## config.mk

```make
export PLATFORM = sky130hd
export DESIGN_NAME = l1d_mshr_top
export DESIGN_NICKNAME = d
export VERILOG_FILES = /design/src/mshr_pkg.sv /design/src/mshr_alloc.sv /design/src/mshr_entry_array.sv /design/src/mshr_l2_issue.sv /design/src/mshr_fill_write.sv /design/src/l1d_mshr_top.sv
export SDC_FILE = /design/constraint.sdc
export NUM_CORES = 1
export LEC_CHECK = 0
export BUFFER_PORTS_ARGS = -buffer_cell sky130_fd_sc_hd__buf_4
export CORE_MARGIN = 3
export CORE_UTILIZATION = 55
export CTS_BUF_LIST = sky130_fd_sc_hd__clkbuf_4
export CTS_CLUSTER_SIZE = 30
export DETAILED_ROUTE_END_ITERATION = 7
export HOLD_SLACK_MARGIN = 0.06
export PLACE_DENSITY = 0.73
export REMOVE_ABC_BUFFERS = 1
export SLEW_MARGIN = 0
export SYNTH_ARGS = -nofsm -noshare
export SYNTH_HDL_FRONTEND = slang
export SYNTH_HIERARCHICAL = 1
export SYNTH_SLANG_ARGS = --single-unit
```

## constraint.sdc

```tcl
create_clock -name i_clk -period 4.8 [get_ports i_clk]
set_input_delay 0.72 -clock i_clk [delete_from_list [all_inputs] [get_ports i_clk]]
set_output_delay 0.72 -clock i_clk [all_outputs]
set_load 0.01 [all_outputs]
```

## src/mshr_pkg.sv

```systemverilog
// MSHR shared definitions
// Sizes, vector types and the entry state encoding for the L1D miss
// handling block, plus the small one-hot helpers used by the pickers
`default_nettype none

package mshr_pkg;

  localparam int MSHR_ENTRIES  = 4;
  localparam int NUM_REQ_PORTS = 2;
  localparam int PADDR_W       = 32;
  localparam int LINE_BYTES    = 16;
  localparam int LINE_OFFSET_W = $clog2(LINE_BYTES);
  localparam int LINE_W        = LINE_BYTES * 8;
  localparam int ENTRY_IDX_W   = $clog2(MSHR_ENTRIES);

  // L2 tag layout is {source marker, zero filler, entry index}
  localparam int L2_TAG_W      = 8;
  localparam int L2_TAG_FILL_W = L2_TAG_W - 2 - ENTRY_IDX_W;
  localparam logic [1:0] L2_TAG_SRC_L1D = 2'b10;

  typedef logic [PADDR_W-1:0]       paddr_t;
  typedef logic [LINE_W-1:0]        line_t;
  typedef logic [MSHR_ENTRIES-1:0]  entry_oh_t;
  typedef logic [ENTRY_IDX_W-1:0]   entry_idx_t;
  typedef logic [NUM_REQ_PORTS-1:0] port_vec_t;
  typedef logic [L2_TAG_W-1:0]      l2_tag_t;

  typedef enum logic [1:0] {
    ST_IDLE      = 2'd0,
    ST_WAIT_SEND = 2'd1,  // Allocated, L2 read not yet taken
    ST_WAIT_RESP = 2'd2,
    ST_WAIT_WR   = 2'd3   // Line captured, L1D write pending
  } mshr_state_e;

  // Lowest set bit of a vector over the entries
  function automatic entry_oh_t lowest_oh(entry_oh_t vec);
    return vec & (~vec + 1'b1);
  endfunction

  function automatic entry_idx_t oh_to_idx(entry_oh_t oh);
    entry_idx_t idx;
    idx = '0;
    for (int i = 0; i < MSHR_ENTRIES; i++) begin
      if (oh[i]) begin
        idx = idx | entry_idx_t'(i);
      end
    end
    return idx;
  endfunction

endpackage

`default_nettype wire

```

## src/mshr_alloc.sv

```systemverilog
// MSHR allocation stage
// Checks each load-miss port against the lines already held and against
// lower-numbered ports, merges matches onto the existing entry and hands
// the remaining requests the lowest free entries in port order
`timescale 1ns/1ns
`default_nettype none

module mshr_alloc import mshr_pkg::*; (
  input  wire port_vec_t  i_req_valid,
  input  wire paddr_t     i_req_paddr [NUM_REQ_PORTS],
  input  wire entry_oh_t  i_entry_valid,
  input  wire paddr_t     i_entry_paddr [MSHR_ENTRIES],

  output entry_oh_t       o_req_entry_oh [NUM_REQ_PORTS],
  output port_vec_t       o_req_full,
  output entry_oh_t       o_alloc,
  output paddr_t          o_alloc_paddr [MSHR_ENTRIES]
);

  // Line compare ignores the byte offset
  function automatic logic same_line(paddr_t a, paddr_t b);
    return a[PADDR_W-1:LINE_OFFSET_W] == b[PADDR_W-1:LINE_OFFSET_W];
  endfunction

  // ----------------------------------------
  // Conflict check and allocation
  // ----------------------------------------
  always_comb begin
    entry_oh_t w_free;
    entry_oh_t w_pick;
    entry_oh_t w_hit_entry;
    logic      w_port_hit;

    w_free  = ~i_entry_valid;
    o_alloc = '0;
    for (int e = 0; e < MSHR_ENTRIES; e++) begin
      o_alloc_paddr[e] = '0;
    end

    for (int p = 0; p < NUM_REQ_PORTS; p++) begin
      o_req_entry_oh[p] = '0;
      o_req_full[p]     = 1'b0;
      w_hit_entry       = '0;
      w_port_hit        = 1'b0;
      w_pick            = '0;

      if (i_req_valid[p]) begin
        // Line already held by a live entry
        for (int e = 0; e < MSHR_ENTRIES; e++) begin
          w_hit_entry[e] = i_entry_valid[e] & same_line(i_entry_paddr[e], i_req_paddr[p]);
        end

        if (|w_hit_entry) begin
          o_req_entry_oh[p] = w_hit_entry;
        end else begin
          // Same line as a lower port this cycle, follow its result
          for (int q = 0; q < p; q++) begin
            if (!w_port_hit && i_req_valid[q] && same_line(i_req_paddr[q], i_req_paddr[p])) begin
              w_port_hit        = 1'b1;
              o_req_entry_oh[p] = o_req_entry_oh[q];
              o_req_full[p]     = o_req_full[q];
            end
          end

          if (!w_port_hit) begin
            w_pick = lowest_oh(w_free);
            if (w_pick == '0) begin
              o_req_full[p] = 1'b1;  // No entry left, LSU retries
            end else begin
              o_req_entry_oh[p] = w_pick;
              o_alloc           = o_alloc | w_pick;
              w_free            = w_free & ~w_pick;
              for (int e = 0; e < MSHR_ENTRIES; e++) begin
                if (w_pick[e]) begin
                  o_alloc_paddr[e] = i_req_paddr[p];
                end
              end
            end
          end
        end
      end
    end
  end

endmodule

`default_nettype wire

```

## src/mshr_entry_array.sv

```systemverilog
// MSHR entry array
// Holds the state, line address and line data of every miss entry.
// Each entry walks idle, wait-send, wait-response, wait-write and back
// to idle, driven by the strobes of the surrounding stages
`timescale 1ns/1ns
`default_nettype none

module mshr_entry_array import mshr_pkg::*; (
  input  wire logic      i_clk,
  input  wire logic      i_reset_n,

  input  wire entry_oh_t i_alloc,
  input  wire paddr_t    i_alloc_paddr [MSHR_ENTRIES],
  input  wire entry_oh_t i_sent,
  input  wire entry_oh_t i_fill,
  input  wire line_t     i_fill_data,
  input  wire entry_oh_t i_written,

  output entry_oh_t      o_entry_valid,
  output entry_oh_t      o_send_ready,
  output entry_oh_t      o_wr_ready,
  output paddr_t         o_entry_paddr [MSHR_ENTRIES],
  output line_t          o_entry_data [MSHR_ENTRIES]
);

  for (genvar e = 0; e < MSHR_ENTRIES; e++) begin : g_entry
    mshr_state_e r_state;
    mshr_state_e w_state_nxt;
    paddr_t      r_paddr;
    line_t       r_data;
    logic        w_take_alloc;
    logic        w_take_fill;

    assign w_take_alloc = (r_state == ST_IDLE) & i_alloc[e];
    assign w_take_fill  = (r_state == ST_WAIT_RESP) & i_fill[e];

    // ----------------------------------------
    // Entry FSM
    // ----------------------------------------
    always_comb begin
      w_state_nxt = r_state;
      case (r_state)
        ST_IDLE: begin
          if (i_alloc[e]) begin
            w_state_nxt = ST_WAIT_SEND;
          end
        end
        ST_WAIT_SEND: begin
          if (i_sent[e]) begin
            w_state_nxt = ST_WAIT_RESP;
          end
        end
        ST_WAIT_RESP: begin
          if (i_fill[e]) begin
            w_state_nxt = ST_WAIT_WR;
          end
        end
        ST_WAIT_WR: begin
          if (i_written[e]) begin
            w_state_nxt = ST_IDLE;  // Freed at the write handshake
          end
        end
        default: begin
          w_state_nxt = ST_IDLE;
        end
      endcase
    end

    always_ff @(posedge i_clk or negedge i_reset_n) begin
      if (!i_reset_n) begin
        r_state <= ST_IDLE;
      end else begin
        r_state <= w_state_nxt;
      end
    end

    // ----------------------------------------
    // Line address and data
    // ----------------------------------------
    always_ff @(posedge i_clk) begin
      if (w_take_alloc) begin
        r_paddr <= {i_alloc_paddr[e][PADDR_W-1:LINE_OFFSET_W], {LINE_OFFSET_W{1'b0}}};
      end
      if (w_take_fill) begin
        r_data <= i_fill_data;
      end
    end

    assign o_entry_valid[e] = (r_state != ST_IDLE);
    assign o_send_ready[e]  = (r_state == ST_WAIT_SEND);
    assign o_wr_ready[e]    = (r_state == ST_WAIT_WR);
    assign o_entry_paddr[e] = r_paddr;
    assign o_entry_data[e]  = r_data;
  end

endmodule

`default_nettype wire

```

## src/mshr_l2_issue.sv

```systemverilog
// MSHR L2 read issue
// Sends one line read per waiting entry to L2, lowest entry first.
// A request stalled by L2 keeps its entry until the handshake so that
// address and tag hold steady
`timescale 1ns/1ns
`default_nettype none

module mshr_l2_issue import mshr_pkg::*; (
  input  wire logic      i_clk,
  input  wire logic      i_reset_n,

  input  wire entry_oh_t i_send_ready,
  input  wire paddr_t    i_entry_paddr [MSHR_ENTRIES],
  input  wire logic      i_l2_req_ready,

  output logic           o_l2_req_valid,
  output paddr_t         o_l2_req_paddr,
  output l2_tag_t        o_l2_req_tag,
  output entry_oh_t      o_sent
);

  logic       r_stall;     // Previous cycle valid without ready
  entry_oh_t  r_hold_oh;
  entry_oh_t  w_sel_oh;
  entry_idx_t w_sel_idx;

  assign w_sel_oh  = r_stall ? r_hold_oh : lowest_oh(i_send_ready);
  assign w_sel_idx = oh_to_idx(w_sel_oh);

  always_ff @(posedge i_clk or negedge i_reset_n) begin
    if (!i_reset_n) begin
      r_stall <= 1'b0;
    end else begin
      r_stall <= o_l2_req_valid & ~i_l2_req_ready;
    end
  end

  always_ff @(posedge i_clk) begin
    r_hold_oh <= w_sel_oh;
  end

  assign o_l2_req_valid = |i_send_ready;
  assign o_l2_req_paddr = i_entry_paddr[w_sel_idx];
  assign o_l2_req_tag   = {L2_TAG_SRC_L1D, {L2_TAG_FILL_W{1'b0}}, w_sel_idx};

  // Entry leaves wait-send on the handshake
  assign o_sent = w_sel_oh & {MSHR_ENTRIES{o_l2_req_valid & i_l2_req_ready}};

endmodule

`default_nettype wire

```

## src/mshr_fill_write.sv

```systemverilog
// MSHR fill and L1D write
// Accepts L2 responses meant for the L1D, turns the tag index into a
// fill strobe and resolve notice, then writes completed lines into the
// L1D one at a time, lowest entry first
`timescale 1ns/1ns
`default_nettype none

module mshr_fill_write import mshr_pkg::*; (
  input  wire logic      i_clk,
  input  wire logic      i_reset_n,

  input  wire logic      i_l2_resp_valid,
  input  wire l2_tag_t   i_l2_resp_tag,
  input  wire line_t     i_l2_resp_data,
  input  wire entry_oh_t i_wr_ready,
  input  wire paddr_t    i_entry_paddr [MSHR_ENTRIES],
  input  wire line_t     i_entry_data [MSHR_ENTRIES],
  input  wire logic      i_l1d_wr_ready,

  output entry_oh_t      o_fill,
  output line_t          o_fill_data,
  output logic           o_resolve_valid,
  output entry_oh_t      o_resolve_entry_oh,
  output logic           o_l1d_wr_valid,
  output paddr_t         o_l1d_wr_paddr,
  output line_t          o_l1d_wr_data,
  output entry_oh_t      o_written
);

  // ----------------------------------------
  // L2 response decode
  // ----------------------------------------
  logic w_resp_ok;

  assign w_resp_ok = i_l2_resp_valid & (i_l2_resp_tag[L2_TAG_W-1 -: 2] == L2_TAG_SRC_L1D);

  assign o_fill      = w_resp_ok ? entry_oh_t'(1) << i_l2_resp_tag[ENTRY_IDX_W-1:0] : '0;
  assign o_fill_data = i_l2_resp_data;

  assign o_resolve_valid    = w_resp_ok;  // Same cycle as the fill
  assign o_resolve_entry_oh = o_fill;

  // ----------------------------------------
  // L1D line write
  // ----------------------------------------
  logic       r_stall;
  entry_oh_t  r_hold_oh;
  entry_oh_t  w_sel_oh;
  entry_idx_t w_sel_idx;

  assign w_sel_oh  = r_stall ? r_hold_oh : lowest_oh(i_wr_ready);
  assign w_sel_idx = oh_to_idx(w_sel_oh);

  always_ff @(posedge i_clk or negedge i_reset_n) begin
    if (!i_reset_n) begin
      r_stall <= 1'b0;
    end else begin
      r_stall <= o_l1d_wr_valid & ~i_l1d_wr_ready;
    end
  end

  always_ff @(posedge i_clk) begin
    r_hold_oh <= w_sel_oh;
  end

  assign o_l1d_wr_valid = |i_wr_ready;
  assign o_l1d_wr_paddr = i_entry_paddr[w_sel_idx];
  assign o_l1d_wr_data  = i_entry_data[w_sel_idx];
  assign o_written      = w_sel_oh & {MSHR_ENTRIES{o_l1d_wr_valid & i_l1d_wr_ready}};

endmodule

`default_nettype wire

```

## src/l1d_mshr_top.sv

```systemverilog
// L1D MSHR top level
// Load misses from two LSU ports are merged or allocated, read from L2
// by entry-tagged requests, resolved on the response and written back
// into the L1D. Full and empty come straight from the entry valids
`timescale 1ns/1ns
`default_nettype none

module l1d_mshr_top import mshr_pkg::*; (
  input  wire logic      i_clk,
  input  wire logic      i_reset_n,

  // LSU miss ports
  input  wire port_vec_t i_req_valid,
  input  wire paddr_t    i_req_paddr [NUM_REQ_PORTS],
  output entry_oh_t      o_req_entry_oh [NUM_REQ_PORTS],
  output port_vec_t      o_req_full,

  // L2 read request and response
  output logic           o_l2_req_valid,
  input  wire logic      i_l2_req_ready,
  output paddr_t         o_l2_req_paddr,
  output l2_tag_t        o_l2_req_tag,
  input  wire logic      i_l2_resp_valid,
  input  wire l2_tag_t   i_l2_resp_tag,
  input  wire line_t     i_l2_resp_data,

  output logic           o_resolve_valid,
  output entry_oh_t      o_resolve_entry_oh,

  // L1D line write
  output logic           o_l1d_wr_valid,
  input  wire logic      i_l1d_wr_ready,
  output paddr_t         o_l1d_wr_paddr,
  output line_t          o_l1d_wr_data,

  output logic           o_mshr_full,
  output logic           o_mshr_empty
);

  entry_oh_t w_alloc;
  paddr_t    w_alloc_paddr [MSHR_ENTRIES];
  entry_oh_t w_entry_valid;
  entry_oh_t w_send_ready;
  entry_oh_t w_wr_ready;
  paddr_t    w_entry_paddr [MSHR_ENTRIES];
  line_t     w_entry_data [MSHR_ENTRIES];
  entry_oh_t w_sent;
  entry_oh_t w_fill;
  line_t     w_fill_data;
  entry_oh_t w_written;

  mshr_alloc u_alloc (
    .i_req_valid    (i_req_valid),
    .i_req_paddr    (i_req_paddr),
    .i_entry_valid  (w_entry_valid),
    .i_entry_paddr  (w_entry_paddr),
    .o_req_entry_oh (o_req_entry_oh),
    .o_req_full     (o_req_full),
    .o_alloc        (w_alloc),
    .o_alloc_paddr  (w_alloc_paddr)
  );

  mshr_entry_array u_entries (
    .i_clk         (i_clk),
    .i_reset_n     (i_reset_n),
    .i_alloc       (w_alloc),
    .i_alloc_paddr (w_alloc_paddr),
    .i_sent        (w_sent),
    .i_fill        (w_fill),
    .i_fill_data   (w_fill_data),
    .i_written     (w_written),
    .o_entry_valid (w_entry_valid),
    .o_send_ready  (w_send_ready),
    .o_wr_ready    (w_wr_ready),
    .o_entry_paddr (w_entry_paddr),
    .o_entry_data  (w_entry_data)
  );

  mshr_l2_issue u_l2_issue (
    .i_clk          (i_clk),
    .i_reset_n      (i_reset_n),
    .i_send_ready   (w_send_ready),
    .i_entry_paddr  (w_entry_paddr),
    .i_l2_req_ready (i_l2_req_ready),
    .o_l2_req_valid (o_l2_req_valid),
    .o_l2_req_paddr (o_l2_req_paddr),
    .o_l2_req_tag   (o_l2_req_tag),
    .o_sent         (w_sent)
  );

  mshr_fill_write u_fill_write (
    .i_clk              (i_clk),
    .i_reset_n          (i_reset_n),
    .i_l2_resp_valid    (i_l2_resp_valid),
    .i_l2_resp_tag      (i_l2_resp_tag),
    .i_l2_resp_data     (i_l2_resp_data),
    .i_wr_ready         (w_wr_ready),
    .i_entry_paddr      (w_entry_paddr),
    .i_entry_data       (w_entry_data),
    .i_l1d_wr_ready     (i_l1d_wr_ready),
    .o_fill             (w_fill),
    .o_fill_data        (w_fill_data),
    .o_resolve_valid    (o_resolve_valid),
    .o_resolve_entry_oh (o_resolve_entry_oh),
    .o_l1d_wr_valid     (o_l1d_wr_valid),
    .o_l1d_wr_paddr     (o_l1d_wr_paddr),
    .o_l1d_wr_data      (o_l1d_wr_data),
    .o_written          (w_written)
  );

  // Status for the LSU
  assign o_mshr_full  = &w_entry_valid;
  assign o_mshr_empty = ~|w_entry_valid;

endmodule

`default_nettype wire

```

==> After elaboration in Yosys (flattened, before gate mapping) <==
Index checks and enable logic that the tools add are counted.
{ "totals": {"register_bits": 642, "latchBits": 0, "ramBits": 0, "romBits": 0, "wordCells": 203, "mem_count": 0} }
{ "op_classes": {"n_addsub": 4, "multipliers": 0, "n_div": 0, "n_lt_le_gt_ge": 2, "eq_ne": 38, "shifts": 1, "n_mux": 81, "bitwise": 39, "n_reduce_logical": 22} }
{ "ops": {"columns": ["operator", "count"], "rows": [
  ["128-bit 2-to-1 mux", 9],
  ["32-bit 2-to-1 mux", 12],
  ["128-bit binary-select mux with 2-bit select", 1],
  ["28-bit equality test", 9],
  ["32-bit binary-select mux with 2-bit select", 2],
  ["4-bit 2-to-1 mux", 20],
  ["2-bit 2-to-1 mux", 20],
  ["2-bit case mux with 4 select lines", 4],
  ["4-bit bitwise AND", 7],
  ["4-bit inverter", 6],
  ["1-bit bitwise AND", 21],
  ["4-bit AND reduction", 5],
  ["4-bit OR reduction", 5],
  ["2-bit equality test (second input constant)", 9],
  ["4-bit by 1-bit adder with 4-bit output (second input constant)", 4],
  ["2-bit by 1-bit inequality test with 1-bit output (second input constant)", 8],
  ["2-bit inequality test (second input constant)", 8],
  ["1-bit 2-to-1 mux", 13],
  ["2-bit by 1-bit equality test with 1-bit output (second input constant)", 4],
  ["2-bit logical NOT", 4],
  ["4-bit logical NOT", 2],
  ["2-bit nonzero test", 4],
  ["3-bit >= comparator (second input constant)", 2],
  ["2-bit inverter with 3-bit output", 2],
  ["other kinds (5)", 6]
]} }

==> Depth between registers and ports, before layout <==
{ "logic_depth": {"word_depth": 20, "mapped_depth": 15} }

==> Cells and area by module <==
Netlist, hierarchy kept.
{ "modules_own_cells": {"columns": ["mod", "n_inst", "cells_each", "area_per_inst_um2"], "rows": [
  ["mshr_entry_array", 1, 714, 19612.6],
  ["mshr_fill_write", 1, 1113, 6324.8],
  ["mshr_alloc", 1, 771, 5572.8],
  ["mshr_l2_issue", 1, 228, 1370.1],
  ["l1d_mshr_top", 1, 2, 22.5]
]} }

==> Worst setup path after synthesis <==
OpenSTA, ideal clock, no wires.
{ "synth_path": {"path_type": "in2reg", "start": "input i_l2_resp_valid", "end": "register u_entries.g_entry[1].r_data[0], enable pin", "arrival_time_ns": 4.324, "setup_slack_ns": -0.027, "stages": 6, "path_cell_list": "nand2_1 or2_2 inv_1 nand2_1 nor2_1 and2_1"} }
{ "synth_via": {"elab_chain_cells": 3} }
{ "synth_lines": {"columns": ["item", "line_no", "text"], "rows": [
  ["from (decl)", "l1d_mshr_top.sv:23", "input wire logic i_l2_resp_valid,"],
  ["1-bit bitwise AND", "mshr_fill_write.sv:35", "assign w_resp_ok = i_l2_resp_valid & (i_l2_resp_tag[L2_TAG_W-1 -: 2] == L2_TAG_SRC_L1D);"],
  ["net o_resolve_valid", "l1d_mshr_top.sv:27", "output logic o_resolve_valid,"],
  ["4-bit 2-to-1 mux", "mshr_fill_write.sv:37", "assign o_fill = w_resp_ok ? entry_oh_t'(1) << i_l2_resp_tag[ENTRY_IDX_W-1:0] : '0;"],
  ["net w_fill[1]", "l1d_mshr_top.sv:48", "entry_oh_t w_fill;"],
  ["1-bit bitwise AND", "mshr_entry_array.sv:35", "assign w_take_fill = (r_state == ST_WAIT_RESP) & i_fill[e];"],
  ["net u_entries.g_entry[1].w_take_fill", "mshr_entry_array.sv:32", "logic w_take_fill;"],
  ["to (signal assigned)", "mshr_entry_array.sv:85", "r_data <= i_fill_data;"],
  ["to (decl)", "mshr_entry_array.sv:30", "line_t r_data;"]
]} }
The timed path passes the listed nets, and every way through them passes these cells.
A chain may end at the register's enable or synchronous reset.

==> results.tsv <==
metric	value	unit
status	finished clean	
yosys_warnings	6	
min_from	i_req_paddr[10]	
grt.total_usage	36.5	%
switching_share	44.6	%
power_frac_clock	18.6	%
tns	0	ps
routedWlPerCell	28.7	microns
p_comb_share	54.5	%
dpl-instance-area	35300	sq um
syn-cell-area	32700	sq um
synthCells	2804	
finClkSkew	56.5	ps
drcViolationCount	0	
crit_chain	xnor2_1 -> nand4_1 -> nor4_1 -> nand4_1 -> and4_1 -> buf_4 -> nand2_4 -> a2111oi_4 -> a221o_1 -> buf_4	
regToRegStartpoint	u_entries/g_entry[1].r_paddr[9]$_DFFE_PP_	
crit_type	reg -> out	
clock.fmax	211	MHz
fin_crit_sh	98.6	%
first_pass_iters	6	
ir_drop	0.687	mV
totalWireLength	118000	microns
root_buffer	clkbuf_4	
rsz0062_at_grt	false	
antenna_found_initial	13	
grt_pass1_vias	26700	
r2r_cells	9	
grt_pass1_wl	172000	microns
reg2reg_to	u_entries/g_entry[2].r_paddr[24]$_DFFE_PP_	
hp-class	in -> reg	
cp_data_required_time	4080	ps
die_width	250	microns
power_leakage	0.0137	uW
timing.slew.headroom	31.3	%
fin_area	39100	sq um
nets	3449	
maxSlewViolCount	0	
via_per_inst	6.58	
cts_buffer_depth	3	
cts_setup_buffers	0	
holdPathStages	2	
power_density	644	nW/um^2
use_met3	9.98	%
grt_overflow	0	
rows	88	
p_sw	11300	uW
use_met1	46.6	%
busiest_layer	met2	
hold-path-endpoint	u_entries/g_entry[1].r_paddr[10]$_DFFE_PP_	
fin_ws	66.2	ps
area_growth	19.6	%
cp.arrival	4010	ps
drt-initial-drc-count	3428	
hold_viol	0	
ant_nets	0	
cts_sinks	642	
met2_usage	60.0	%
io_pins	426	
cpMaxStageDelayCell	edfxtp_1	
drive_above_1_share	24.2	%
die_h	250	microns
slowest_delay	480	ps
crit_path_end_kind	primary output	
tritoncts.num_buffers	165	
r2r_slack	700	ps
fillers	4153	
synth.avg_cell_area	11.7	sq um
post-place-ws	341	ps
cts_tree	built	
clk_pin_slew	60	ps
cp_max_fo	8	
cts-htree-levels	4	
min_period	4730	ps
portBuffers	407	
coreArea	58200	sq um
start_util	56.2	%
internal_power	14000	uW
routabilityCongestion	1.02	
seqPwrFrac	26.8	%
design.die.area	62500	sq um
dp_hpwl	73400	microns
dr_total_vias	27200	
setup_viol	0	
tightest_slew	1030	ps
p_total	25200	uW
grt_max_degree	111	
clk_latency	1010	ps
startpoint_type	flop	
cap_violations	0	
worst max-delay path, delay by kind of cell (launching register included):
family | cells | cell delay (ps)
and+or+nand+nor | 5 | 1350
DFF | 1 | 480
AOI/OAI and AO/OA | 2 | 450
buffers and inverters | 2 | 340
xor gates and xnor gates | 1 | 420
worst max-delay path by stage:
stage | from | to | slack (ps) | cells after the start
6_report | u_entries/g_entry[1].r_paddr[9]$_DFFE_PP_ | o_req_entry_oh[2] | 70 | 10
5_1_grt | u_entries/g_entry[1].r_paddr[13]$_DFFE_PP_ | o_req_entry_oh[2] | 20 | 10
4_1_cts | u_entries/g_entry[1].r_paddr[14]$_DFFE_PP_ | o_req_entry_oh[2] | 30 | 10
3_5_place_dp | i_req_paddr[41] | u_entries/g_entry[2].r_paddr[21]$_DFFE_PP_ | 340 | 10
3_3_place_gp | i_req_paddr[41] | u_entries/g_entry[2].r_paddr[21]$_DFFE_PP_ | 400 | 10
2_1_floorplan | u_entries/g_entry[0].r_state[1]$_DFFE_PN0P_ | o_l1d_wr_data[0] | -10390 | 4
per-stage QoR:
stage / std cells / utilization [%] / hold WS, ps
after global routing: 4121 / 67.2 / 77.3
final: 4125 / 67.2 / 146
after floorplan: 2407 / - / 424
after CTS: 4109 / 67.0 / 60.3
after detailed placement: 3660 / 60.6 / 457
after global placement: 3660 / 60.6 / 452
layout make-up:
cell class,instances,area [sq um],area share [%]
diodes,14,35.0,0.0895
clock inverters,50,304,0.777
inverters,24,98.8,0.253
multi-input cells,1742,11300,28.7
well taps,765,957,2.45
clock buffers,238,1790,4.57
flip-flops and latches,642,19100,48.9
repair buffers,650,5560,14.2
what timing repair did:
item                                    CTS  global route
resized for setup                         3            10
pin swaps                                 0             0
endpoints found under the setup margin    3            39
hold buffers                            161             0
hold endpoints to repair                554             0
cloned                                    0             2
metal layers:
layer | wire [microns] | share of wire, %
met1 | 43000 | 36
met2 | 57800 | 49
met3 | 13500 | 11
met4 | 4090 | 3.5
met5 | 34 | 0.029
state kept, by name, indices dropped and copies added (netlist names):
signal,cells
u_entries/g_entry.r_paddr,112
u_fill_write/r_hold_oh,4
u_entries/g_entry.r_state,8
u_l2_issue/r_hold_oh,4
u_fill_write/r_stall,1
u_entries/g_entry.r_data,512
u_l2_issue/r_stall,1
power by group through the flow:
stage / clock network, uW / logic, uW / registers (uW)
after floorplan: 0 / 5400 / 6780
after global placement: 0 / 12900 / 6850
after detailed placement: 0 / 13100 / 6860
after CTS: 4730 / 13300 / 6750
after global routing: 5060 / 14400 / 6780
final: 4700 / 13800 / 6760
cell usage in the layout, fill, tap and decap left out, drive strengths merged, types with 6 or more instances in the layout:
cell type and n:
dfrtp 10, edfxtp 624, a22o 83, or2 7, xnor2 171, clkbuf 239
a31oi 193, a32oi 220, dfxtp 8, nand3 12, nor3 8, o21ai 230
nand2 455, inv 31, xor2 82, nor4 46, nand4 71, nor3b 7
buf 488, nor2 24, and2 11, a21oi 8, dlygate4sd3 161, conb 22
clkinv 41, nor2b 8, mux2 6, nand2b 14, diode 14, ha 17
Power figures use the tool's default switching activity.
